===== config.mk =====
export PLATFORM = sky130hd
export DESIGN_NAME = muldiv_unit
export DESIGN_NICKNAME = d
export VERILOG_FILES = /design/src/source/md_ctrl_pkg.sv /design/src/source/md_op_pkg.sv /design/src/source/muldiv_unit.sv /design/src/source/md_result.sv /design/src/source/md_divider.sv /design/src/source/md_multiplier.sv /design/src/source/md_issue.sv
export VERILOG_INCLUDE_DIRS = /design/src /design/src/include
export SDC_FILE = /design/constraint.sdc
export NUM_CORES = 2
export LEC_CHECK = 0
export BUFFER_PORTS_ARGS = -buffer_cell sky130_fd_sc_hd__buf_2
export CORE_MARGIN = 8
export CORE_UTILIZATION = 59
export DETAILED_ROUTE_END_ITERATION = 10
export PLACE_DENSITY = 0.88
export SYNTH_ARGS = -nofsm -noshare
export SYNTH_HDL_FRONTEND = slang
export SYNTH_SLANG_ARGS = --single-unit

===== constraint.sdc =====
create_clock -name clk -period 19.52 [get_ports clk]
set_clock_uncertainty 0.2 [all_clocks]
set_input_delay 4.88 -clock clk [delete_from_list [all_inputs] [get_ports clk]]
set_output_delay 4.88 -clock clk [all_outputs]
set_load 0.02 [all_outputs]

===== src/include/muldiv_macros.svh =====
`ifndef MULDIV_MACROS_SVH
`define MULDIV_MACROS_SVH

// operand width of the integer datapath
`define XLEN 32

// funct field codes of the SPECIAL opcode group
`define FUNCT_MULT  6'h18
`define FUNCT_MULTU 6'h19
`define FUNCT_DIV   6'h1A
`define FUNCT_DIVU  6'h1B

`endif

===== src/source/md_ctrl_pkg.sv =====
`default_nettype none

package md_ctrl_pkg;

    // divider sequencing
    typedef enum logic [2:0] {
        DIV_IDLE = 3'd0,
        DIV_LOAD = 3'd1,
        DIV_ITER = 3'd2,
        DIV_FIX  = 3'd3,
        DIV_DONE = 3'd4
    } div_state_e;

    // unit that will deliver the pending result
    typedef enum logic {
        SRC_MUL = 1'b0,
        SRC_DIV = 1'b1
    } md_src_e;

endpackage

`default_nettype wire


===== src/source/md_op_pkg.sv =====
`default_nettype none

`include "muldiv_macros.svh"

package md_op_pkg;

    // decoded operation, one code per funct
    typedef enum logic [1:0] {
        OP_MULT  = 2'd0,
        OP_MULTU = 2'd1,
        OP_DIV   = 2'd2,
        OP_DIVU  = 2'd3
    } md_op_e;

    // request handed to the multiplier or the divider
    // src1 is the dividend and src2 the divisor for a divide
    typedef struct packed {
        md_op_e            op;
        logic [`XLEN-1:0]  src1;
        logic [`XLEN-1:0]  src2;
    } md_req_t;

    // hi holds the upper product half or the remainder,
    // lo holds the lower product half or the quotient
    typedef struct packed {
        logic [`XLEN-1:0]  hi;
        logic [`XLEN-1:0]  lo;
    } md_res_t;

endpackage

`default_nettype wire


===== src/source/muldiv_unit.sv =====
`timescale 1ns/10ps
`default_nettype none

`include "muldiv_macros.svh"

module muldiv_unit (
    input  wire logic              clk,
    input  wire logic              rst,
    input  wire logic              in_valid,
    input  wire logic [5:0]        funct,
    input  wire logic [`XLEN-1:0]  src1,
    input  wire logic [`XLEN-1:0]  src2,
    input  wire logic              out_ready,
    output logic                   busy,
    output logic                   out_valid,
    output logic [`XLEN-1:0]       hi,
    output logic [`XLEN-1:0]       lo
);

    logic                   mul_start;
    logic                   div_start;
    logic                   mul_done;
    logic                   div_done;
    logic                   retire;
    md_op_pkg::md_req_t     req;
    md_op_pkg::md_res_t     mul_res;
    md_op_pkg::md_res_t     div_res;
    md_ctrl_pkg::md_src_e   src;

    md_issue u_issue (
        .clk       (clk),
        .rst       (rst),
        .in_valid  (in_valid),
        .funct     (funct),
        .src1      (src1),
        .src2      (src2),
        .retire    (retire),
        .busy      (busy),
        .mul_start (mul_start),
        .div_start (div_start),
        .req       (req),
        .src       (src)
    );

    md_multiplier u_multiplier (
        .clk   (clk),
        .rst   (rst),
        .start (mul_start),
        .req   (req),
        .done  (mul_done),
        .res   (mul_res)
    );

    md_divider u_divider (
        .clk   (clk),
        .rst   (rst),
        .start (div_start),
        .req   (req),
        .done  (div_done),
        .res   (div_res)
    );

    md_result u_result (
        .clk       (clk),
        .rst       (rst),
        .src       (src),
        .mul_done  (mul_done),
        .div_done  (div_done),
        .mul_res   (mul_res),
        .div_res   (div_res),
        .out_ready (out_ready),
        .out_valid (out_valid),
        .hi        (hi),
        .lo        (lo),
        .retire    (retire)
    );

endmodule

`default_nettype wire


===== src/source/md_result.sv =====
`timescale 1ns/10ps
`default_nettype none

`include "muldiv_macros.svh"

module md_result (
    input  wire logic                  clk,
    input  wire logic                  rst,
    input  wire md_ctrl_pkg::md_src_e  src,
    input  wire logic                  mul_done,
    input  wire logic                  div_done,
    input  wire md_op_pkg::md_res_t    mul_res,
    input  wire md_op_pkg::md_res_t    div_res,
    input  wire logic                  out_ready,
    output logic                       out_valid,
    output logic [`XLEN-1:0]           hi,
    output logic [`XLEN-1:0]           lo,
    output logic                       retire
);

    logic                  capture;
    md_op_pkg::md_res_t    sel_res;
    md_op_pkg::md_res_t    res_q;

    // only the unit that owns the pending operation is listened to
    assign capture = (src == md_ctrl_pkg::SRC_MUL) ? mul_done : div_done;
    assign sel_res = (src == md_ctrl_pkg::SRC_MUL) ? mul_res  : div_res;

    assign retire = out_valid && out_ready;

    always_ff @(posedge clk) begin
        if (rst) begin
            out_valid <= 1'b0;
        end else if (capture) begin
            out_valid <= 1'b1;
        end else if (retire) begin
            out_valid <= 1'b0;
        end
    end

    // held through any number of stall cycles
    always_ff @(posedge clk) begin
        if (capture) begin
            res_q <= sel_res;
        end
    end

    assign hi = res_q.hi;
    assign lo = res_q.lo;

endmodule

`default_nettype wire


===== src/source/md_divider.sv =====
`timescale 1ns/10ps
`default_nettype none

`include "muldiv_macros.svh"

module md_divider (
    input  wire logic                 clk,
    input  wire logic                 rst,
    input  wire logic                 start,
    input  wire md_op_pkg::md_req_t   req,
    output logic                      done,
    output md_op_pkg::md_res_t        res
);

    localparam int CNT_W = $clog2(`XLEN);
    localparam logic [CNT_W-1:0] LAST_STEP = CNT_W'(`XLEN - 1);

    md_ctrl_pkg::div_state_e state_q;
    md_ctrl_pkg::div_state_e state_d;

    logic [CNT_W-1:0]   cnt_q;
    logic               is_signed;
    logic [`XLEN-1:0]   dvd_abs;
    logic [`XLEN-1:0]   dvs_abs;
    logic [`XLEN-1:0]   dvsr_q;
    logic [`XLEN-1:0]   quo_q;
    logic [`XLEN-1:0]   rem_q;
    logic               neg_q;
    logic               neg_r;
    logic [`XLEN:0]     shifted;
    logic [`XLEN:0]     diff;
    logic               fits;
    logic               stepping;

    assign is_signed = (req.op == md_op_pkg::OP_DIV);

    // magnitudes for a signed divide, raw operands otherwise
    assign dvd_abs = (is_signed && req.src1[`XLEN-1]) ? -req.src1 : req.src1;
    assign dvs_abs = (is_signed && req.src2[`XLEN-1]) ? -req.src2 : req.src2;

    // a restoring step brings down the next dividend bit and tries the subtract
    assign shifted = {rem_q, quo_q[`XLEN-1]};
    assign diff    = shifted - {1'b0, dvsr_q};
    assign fits    = ~diff[`XLEN];

    // the first of the 32 steps runs in DIV_LOAD, the rest in DIV_ITER
    assign stepping = (state_q == md_ctrl_pkg::DIV_LOAD) ||
                      (state_q == md_ctrl_pkg::DIV_ITER);

    always_comb begin
        state_d = state_q;
        case (state_q)
            md_ctrl_pkg::DIV_IDLE: begin
                if (start) begin
                    state_d = md_ctrl_pkg::DIV_LOAD;
                end
            end
            md_ctrl_pkg::DIV_LOAD: state_d = md_ctrl_pkg::DIV_ITER;
            md_ctrl_pkg::DIV_ITER: begin
                if (cnt_q == LAST_STEP) begin
                    state_d = md_ctrl_pkg::DIV_FIX;
                end
            end
            md_ctrl_pkg::DIV_FIX:  state_d = md_ctrl_pkg::DIV_DONE;
            default:               state_d = md_ctrl_pkg::DIV_IDLE;
        endcase
    end

    always_ff @(posedge clk) begin
        if (rst) begin
            state_q <= md_ctrl_pkg::DIV_IDLE;
            cnt_q   <= '0;
        end else begin
            state_q <= state_d;
            if (state_q == md_ctrl_pkg::DIV_IDLE) begin
                cnt_q <= '0;
            end else if (stepping) begin
                cnt_q <= cnt_q + 1'b1;
            end
        end
    end

    always_ff @(posedge clk) begin
        if (state_q == md_ctrl_pkg::DIV_IDLE && start) begin
            quo_q  <= dvd_abs;
            dvsr_q <= dvs_abs;
            rem_q  <= '0;
            neg_q  <= is_signed && (req.src1[`XLEN-1] ^ req.src2[`XLEN-1]);
            neg_r  <= is_signed && req.src1[`XLEN-1];
        end else if (stepping) begin
            rem_q <= fits ? diff[`XLEN-1:0] : shifted[`XLEN-1:0];
            quo_q <= {quo_q[`XLEN-2:0], fits};
        end
    end

    // remainder follows the dividend, quotient rounds toward zero
    always_ff @(posedge clk) begin
        if (state_q == md_ctrl_pkg::DIV_FIX) begin
            res.lo <= neg_q ? -quo_q : quo_q;
            res.hi <= neg_r ? -rem_q : rem_q;
        end
    end

    assign done = (state_q == md_ctrl_pkg::DIV_DONE);

endmodule

`default_nettype wire


===== src/source/md_multiplier.sv =====
`timescale 1ns/10ps
`default_nettype none

`include "muldiv_macros.svh"

module md_multiplier (
    input  wire logic                 clk,
    input  wire logic                 rst,
    input  wire logic                 start,
    input  wire md_op_pkg::md_req_t   req,
    output logic                      done,
    output md_op_pkg::md_res_t        res
);

    logic                      is_signed;
    logic signed [`XLEN:0]     a_ext;
    logic signed [`XLEN:0]     b_ext;
    logic signed [2*`XLEN+1:0] prod_full;
    logic [2*`XLEN-1:0]        prod_q;
    logic                      stage1_valid;

    assign is_signed = (req.op == md_op_pkg::OP_MULT);

    // one extra bit lets a single signed multiply cover both flavours
    assign a_ext = {is_signed & req.src1[`XLEN-1], req.src1};
    assign b_ext = {is_signed & req.src2[`XLEN-1], req.src2};

    assign prod_full = a_ext * b_ext;

    // stage one
    always_ff @(posedge clk) begin
        prod_q <= prod_full[2*`XLEN-1:0];
    end

    // stage two
    always_ff @(posedge clk) begin
        res.hi <= prod_q[2*`XLEN-1:`XLEN];
        res.lo <= prod_q[`XLEN-1:0];
    end

    always_ff @(posedge clk) begin
        if (rst) begin
            stage1_valid <= 1'b0;
            done         <= 1'b0;
        end else begin
            stage1_valid <= start;
            done         <= stage1_valid;
        end
    end

endmodule

`default_nettype wire


===== src/source/md_issue.sv =====
`timescale 1ns/10ps
`default_nettype none

`include "muldiv_macros.svh"

module md_issue (
    input  wire logic                 clk,
    input  wire logic                 rst,
    input  wire logic                 in_valid,
    input  wire logic [5:0]           funct,
    input  wire logic [`XLEN-1:0]     src1,
    input  wire logic [`XLEN-1:0]     src2,
    input  wire logic                 retire,
    output logic                      busy,
    output logic                      mul_start,
    output logic                      div_start,
    output md_op_pkg::md_req_t        req,
    output md_ctrl_pkg::md_src_e      src
);

    logic [3:0]           hit;
    logic                 legal;
    logic                 accept;
    logic                 is_div;
    md_op_pkg::md_op_e    dec_op;

    // one-hot match against the four supported codes
    assign hit[0] = (funct == `FUNCT_MULT);
    assign hit[1] = (funct == `FUNCT_MULTU);
    assign hit[2] = (funct == `FUNCT_DIV);
    assign hit[3] = (funct == `FUNCT_DIVU);

    assign legal  = |hit;
    assign is_div = hit[2] | hit[3];

    // strobes during busy are dropped, not queued
    assign accept = in_valid && !busy && legal;

    always_comb begin
        case (hit)
            4'b0010: dec_op = md_op_pkg::OP_MULTU;
            4'b0100: dec_op = md_op_pkg::OP_DIV;
            4'b1000: dec_op = md_op_pkg::OP_DIVU;
            default: dec_op = md_op_pkg::OP_MULT;
        endcase
    end

    always_ff @(posedge clk) begin
        if (rst) begin
            busy      <= 1'b0;
            mul_start <= 1'b0;
            div_start <= 1'b0;
            src       <= md_ctrl_pkg::SRC_MUL;
        end else begin
            mul_start <= accept && !is_div;
            div_start <= accept && is_div;
            if (accept) begin
                busy <= 1'b1;
                src  <= is_div ? md_ctrl_pkg::SRC_DIV : md_ctrl_pkg::SRC_MUL;
            end else if (retire) begin
                busy <= 1'b0;
            end
        end
    end

    // request stays put until the next accepted strobe
    always_ff @(posedge clk) begin
        if (accept) begin
            req.op   <= dec_op;
            req.src1 <= src1;
            req.src2 <= src2;
        end
    end

endmodule

`default_nettype wire


== Word-level counts from Yosys, hierarchy flattened ==
Index checks and enable logic that the tools add are counted.

* Register bits after elaboration: 435
* Latch bits: 0
* Bits in writable memories: 0
* ROM bits: 0
* Input port bits: 74
* Output and inout bits: 66
* Logic and storage cells: 88
* Memories kept: 0

* Add/subtract/negate cells: 6
* Multiply operators: 1
* Divide/modulo/power cells: 0
* Magnitude comparators: 0
* Eq/ne operators: 15
* Shift operators: 0
* Multiplexer cells: 17
* Bitwise operators: 5
* Reduce and logical (&&, ||, !) cells: 20

{| class="wikitable"
|+ Operators with widths
! cell !! count
|-
| $mux 32 || 7
|-
| $neg 32->32 || 4
|-
| $mul 33x33->64 || 1
|-
| $mux 64 || 1
|-
| $sub 33x32->33 || 1
|-
| $eq 6x5->1 const B || 4
|-
| $pmux 3 s4 || 1
|-
| $logic_and 1x1->1 || 9
|-
| $eq 3x2->1 const B || 2
|-
| $mux 3 || 2
|-
| $pmux 2 s3 || 1
|-
| $reduce_bool 2->1 || 3
|-
| $add 5x1->5 const B || 1
|-
| $eq 5x5->1 const B || 1
|-
| $mux 1 || 5
|-
| $eq 4x2->1 const B || 1
|-
| $eq 4x3->1 const B || 1
|-
| $eq 4x4->1 const B || 1
|-
| $ne 2x2->1 const B || 2
|-
| $reduce_or 4->1 || 1
|-
| $eq 3x1->1 const B || 1
|-
| $eq 3x3->1 const B || 1
|-
| $logic_not 3->1 || 1
|-
| $and 1x1->1 || 2
|-
| other kinds (9) || 10
|}

== Logic depth before layout (Yosys ltp) ==
* Depth in word-level cells: 4
* Mapped depth: 32
* Gate-level depth less buffers: 29

== Cells and area by module ==
A second synthesis with hierarchy kept.

* Cell total of the unflattened synthesis: 5655
* Area, all modules: 56058.8 um^2

{| class="wikitable"
|+ By module, submodules not included
! module !! times used !! cells each !! area each (um^2) !! sequential area each (um^2)
|-
| md_multiplier || 1 || 4352 || 40516.4 || 2602.5
|-
| md_divider || 1 || 1081 || 10324.9 || 4704.5
|-
| md_result || 1 || 140 || 3052.9 || 1941.9
|-
| md_issue || 1 || 82 || 2164.6 || 2062.0
|}

== Worst setup path before layout ==
OpenSTA, ideal clock, no wires.

* Path kind: register to register
* Start point: register, netlist name u_issue.req[65]
* End point: register u_multiplier.prod_q[62]
* Setup time: 0.072 ns
* Data arrival time: 8.095 ns
* Required time: 19.248 ns
* Slack: 11.153 ns
* Cell stages (with the launch flop): 28
* Path buffers: 2
* Clock period less this slack: 8.367 ns
* Cell sequence: edfxtp_1 -> nor2_1 -> and2_1 -> clkbuf_1 -> clkbuf_1 -> nand2_1 -> inv_1 -> fa_1 -> fa_1 -> fa_1 -> inv_1 -> fa_1 -> inv_1 -> fa_1 -> fa_1 -> inv_1 -> fa_1 -> fa_1 -> inv_1 -> ha_1 -> a21o_1 -> a21o_1 -> a21oi_1 -> a21oi_1 -> or3_1 -> nand3b_1 -> o21ai_0 -> xnor2_1

* Word-level cells in the longest chain between the ends: 3
* Elaborated cells between the ends (all ways): 4
* Those cells by class: mul (1); bitwise (2); reduce/logical (1)

{| class="wikitable"
|+ Ends and longest elaborated chain
! element !! RTL line !! text
|-
| $logic_not 2->1 * || md_multiplier.sv:22 || <nowiki>assign is_signed = (req.op == md_op_pkg::OP_MULT);</nowiki>
|-
| $and 1x1->1, on equally long branches || md_multiplier.sv:25, md_multiplier.sv:26 ||
|-
| $mul 33x33->64 * || md_multiplier.sv:28 || <nowiki>assign prod_full = a_ext * b_ext;</nowiki>
|-
| named net u_multiplier.prod_full[62] || md_multiplier.sv:18 || <nowiki>logic signed [2*`XLEN+1:0] prod_full;</nowiki>
|-
| to (signal assigned) || md_multiplier.sv:32 || <nowiki>prod_q <= prod_full[2*`XLEN-1:0];</nowiki>
|-
| to (decl) || md_multiplier.sv:19 || <nowiki>logic [2*`XLEN-1:0] prod_q;</nowiki>
|}

The timed path passes the listed nets; every way through them passes the cells marked *.
A chain may end at the register's enable or synchronous reset.

== Worst setup path in the final report ==
* Start point: register, netlist name u_issue.req[65]
* End point: register u_multiplier.prod_q[59]

* Word-level cells in the longest chain between the ends: 3
* Elaborated cells between the ends (all ways): 4
* Those cells by class: mul (1); bitwise (2); reduce/logical (1)

{| class="wikitable"
|+ Ends and longest elaborated chain
! element !! RTL line
|-
| $logic_not 2->1 * || md_multiplier.sv:22
|-
| $and 1x1->1, on equally long branches || md_multiplier.sv:25, md_multiplier.sv:26
|-
| $mul 33x33->64 * || md_multiplier.sv:28
|-
| named net u_multiplier.prod_full[59] || md_multiplier.sv:18
|}

Marks and branches as above.

==> results.toml <==
[outcome]
status = "completed"

[die]
fp.dieW_um = 324
core_um2 = 94400
ios = 140
die_area_um2 = 105000
start_util_pct = 59.1
fp.dieH_um = 324
rows = 113

[clock_tree]
ctsResizeCount = 0
cts.sinks = 435
path_clk_slew_ns = 0.07
cts-htree-levels = 2
clock_latency_ns = 0.63
cts_setup_buffers = 0
cts_root_buffer = "clkbuf_16"
postCtsHoldBufs = 0
cts_buffer_depth = 3
cts_buffers = 47
cts_tree = "done"

[global_routing]
grt_pass1_vias = 44917
grt_pass1_wl_um = 239000
antenna_found_initial = 6
track_usage_pct = 29.1
grt_max_degree = 90
grt_overflow = 0

[setup_path]
cp_max_fo = 19
cpPeakStageDelay_ns = 0.77
required_ns = 19.80
end_kind = "flop"
critPathKind = "flop to flop"
start_kind = "flop"
crit_arrival_ns = 10.17
cpMostUsedCell = "fa_1"
slowest_stage = "nor3_1"
cp_top_family = "adder cells"
crit_buf_inv = 6

[synthesis]
synthAdderAreaFrac_pct = 46.0
synth_xor_area_share_pct = 3.43
ys_seq_area_share_pct = 20.3
muxShareOfSynthArea_pct = 1.74
synth_area_per_cell_um2 = 9.78
yosys_register_bits = 435
synth_flop_cell = "edfxtp_1"
async_reset_ff_share_pct = 0
synth_compound_gate_area_share_pct = 5.41
ys_types = 75
synth_edf_count = 260
synth_fp_nets = 7161
syn_area_um2 = 55800
synthesis.instances = 5710
synthSimpleGateAreaFrac_pct = 12.6
yosys_warnings = 0
synth_top_family_by_area = "adder cells"

[sta]
finalSetupTns_ns = 0
rsz0062_at_grt = "no"
finalSetupViolations = 0
slew_headroom_pct = 16.4
period_minus_slack_ns = 9.89
whs_ns = 0.107
tightest_slew_ns = 1.25
finalMaxSlewViolations = 0
fmax_mhz = 101
hold_violations = 0
period_share_pct = 50.7

[routing]
drt_iter0_drc = 3689
dr.pass1.iters = 6
routed_via_density = 5.82
route.detailed.drc = 0
routedWlPerCell_um = 21.1
ant_nets = 0
drt_wl_total_um = 147000
vias = 40491

[power_and_ir_drop]
swShare_pct = 55.3
power.density_nw_per_um2 = 173
seqPwrFrac_pct = 12.8
clockPowerShare_pct = 9.1
power_switching_w = 0.00567
intPower_w = 0.00458
ir_drop_mv = 0.347
power_frac_comb_pct = 78.0
p_leak_nw = 27.9

[placement]
portBuffers = 139
place_hpwl_um = 108000
place_congestion = 1.00

[finish]
area_delta_synth_final_pct = 5.96
nFillCells = 7226
drive_gt1_share_pct = 7.01
final_nets = 7107
utilization_pct = 62.6

[hold_path]
hold_path.class = "flop to flop"

[run]
max_cap_violations = 0
## cells by family (layout without fill, tap and decap cells)
family | after synthesis | in the layout
adder cells (fa/ha/maj) | 1377 | 1377
other | 0 | 2
multiplexers | 89 | 89
buffers and inverters | 1575 | 1560
AO/OA/AOI/OAI | 479 | 479
flip-flops | 435 | 435
AND/OR/NAND/NOR | 1537 | 1537
XOR/XNOR | 218 | 218
## power groups by stage
stage / clock network (W) / registers, W / logic, W
floorplan: 0 / 0.00129 / 0.00513
global placement: 0 / 0.00132 / 0.00746
detailed placement: 0 / 0.00133 / 0.00765
CTS: 0.000952 / 0.00131 / 0.00770
global route: 0.000981 / 0.00133 / 0.00864
finish: 0.000937 / 0.00132 / 0.00800
## routing by layer
| layer | GRT usage (%) | wire length (µm) |
|---|---|---|
| met5 | 0 | 37 |
| met4 | 16.9 | 10300 |
| met3 | 5.79 | 15600 |
| met2 | 47.6 | 68800 |
| met1 | 36.0 | 52300 |
## worst paths after layout
path,slack (ns),startpoint,cells after the start,end
worst max-delay path,9.63,u_issue.req[65]$_DFFE_PP_,28,u_multiplier.prod_q[59]$_DFF_P_
worst min-delay path,0.11,u_multiplier.prod_q[54]$_DFF_P_,0,u_multiplier.res[54]$_DFF_P_
worst max register to register,9.63,u_issue.req[65]$_DFFE_PP_,28,u_multiplier.prod_q[59]$_DFF_P_
worst min register to register,0.11,u_multiplier.prod_q[54]$_DFF_P_,0,u_multiplier.res[54]$_DFF_P_
## through the flow
stage / cells / power [W] / instance area (µm²) / worst slack (ns)
floorplan: 5710 / 0.00642 / 55800 / 11.15
global route: 6960 / 0.0110 / 59200 / 9.45
CTS: 6960 / 0.00997 / 59200 / 10.10
detailed placement: 6872 / 0.00899 / 57500 / 10.12
finish: 6962 / 0.0103 / 59200 / 9.63
global placement: 6872 / 0.00879 / 57500 / 10.29
## cells in the final DEF (no fill, tap or decap), types with 19 or more instances in the layout
master | synthesis | layout
o21ai_0 | 124 | 124
fa_1 | 1126 | 1126
xor2_1 | 52 | 52
and3_1 | 26 | 26
buf_4 | 0 | 76
a21oi_1 | 121 | 121
dfxtp_1 | 175 | 174
nand3_1 | 34 | 34
nor4_1 | 19 | 19
edfxtp_1 | 260 | 260
mux2_2 | 66 | 66
nor2_1 | 128 | 127
clkbuf_16 | 0 | 54
nor3_1 | 32 | 32
nand2_1 | 918 | 917
nand2b_1 | 20 | 20
a21o_1 | 52 | 52
ha_1 | 251 | 251
o31ai_1 | 27 | 27
and2_1 | 263 | 263
buf_2 | 3 | 139
inv_1 | 1256 | 1255
xnor2_1 | 165 | 165
mux2i_1 | 23 | 23
## area by class of cell
| type | instances | area, µm² | share of cell area, % |
|---|---|---|---|
| multi-input combinational | 3700 | 38600 | 65.3 |
| sequential | 435 | 11300 | 19.1 |
| inverter | 1257 | 4720 | 7.98 |
| tap | 1265 | 1580 | 2.68 |
| clock buffer | 64 | 1430 | 2.41 |
| timing repair buffer | 215 | 1270 | 2.14 |
| clock inverter | 24 | 209 | 0.353 |
| antenna | 2 | 5.00 | 0.00846 |
## cells in the mapped netlist, types with 26 or more instances
cell / instances / area (µm²)
a21o_1: 52 / 390
a21oi_1: 121 / 606
and2_1: 263 / 1650
and3_1: 26 / 163
buf_1: 48 / 180
clkbuf_1: 267 / 1000
dfxtp_1: 175 / 3500
edfxtp_1: 260 / 7810
fa_1: 1126 / 22500
ha_1: 251 / 3140
inv_1: 1256 / 4710
mux2_2: 66 / 743
nand2_1: 918 / 3450
nand3_1: 34 / 170
nor2_1: 128 / 480
nor3_1: 32 / 160
o21ai_0: 124 / 621
o31ai_1: 27 / 203
xnor2_1: 165 / 1450
xor2_1: 52 / 455
## sequential cells by signal, indices dropped and copies added (netlist names), 3 cells and up
name / count
u_divider.dvsr_q: 32
u_issue.req: 66
u_divider.cnt_q: 5
u_divider.rem_q: 32
u_divider.state_q: 3
u_divider.res: 64
u_result.hi: 32
u_divider.quo_q: 32
u_multiplier.prod_q: 64
u_multiplier.res: 64
u_result.lo: 32
(Power assumes the default switching activity.)
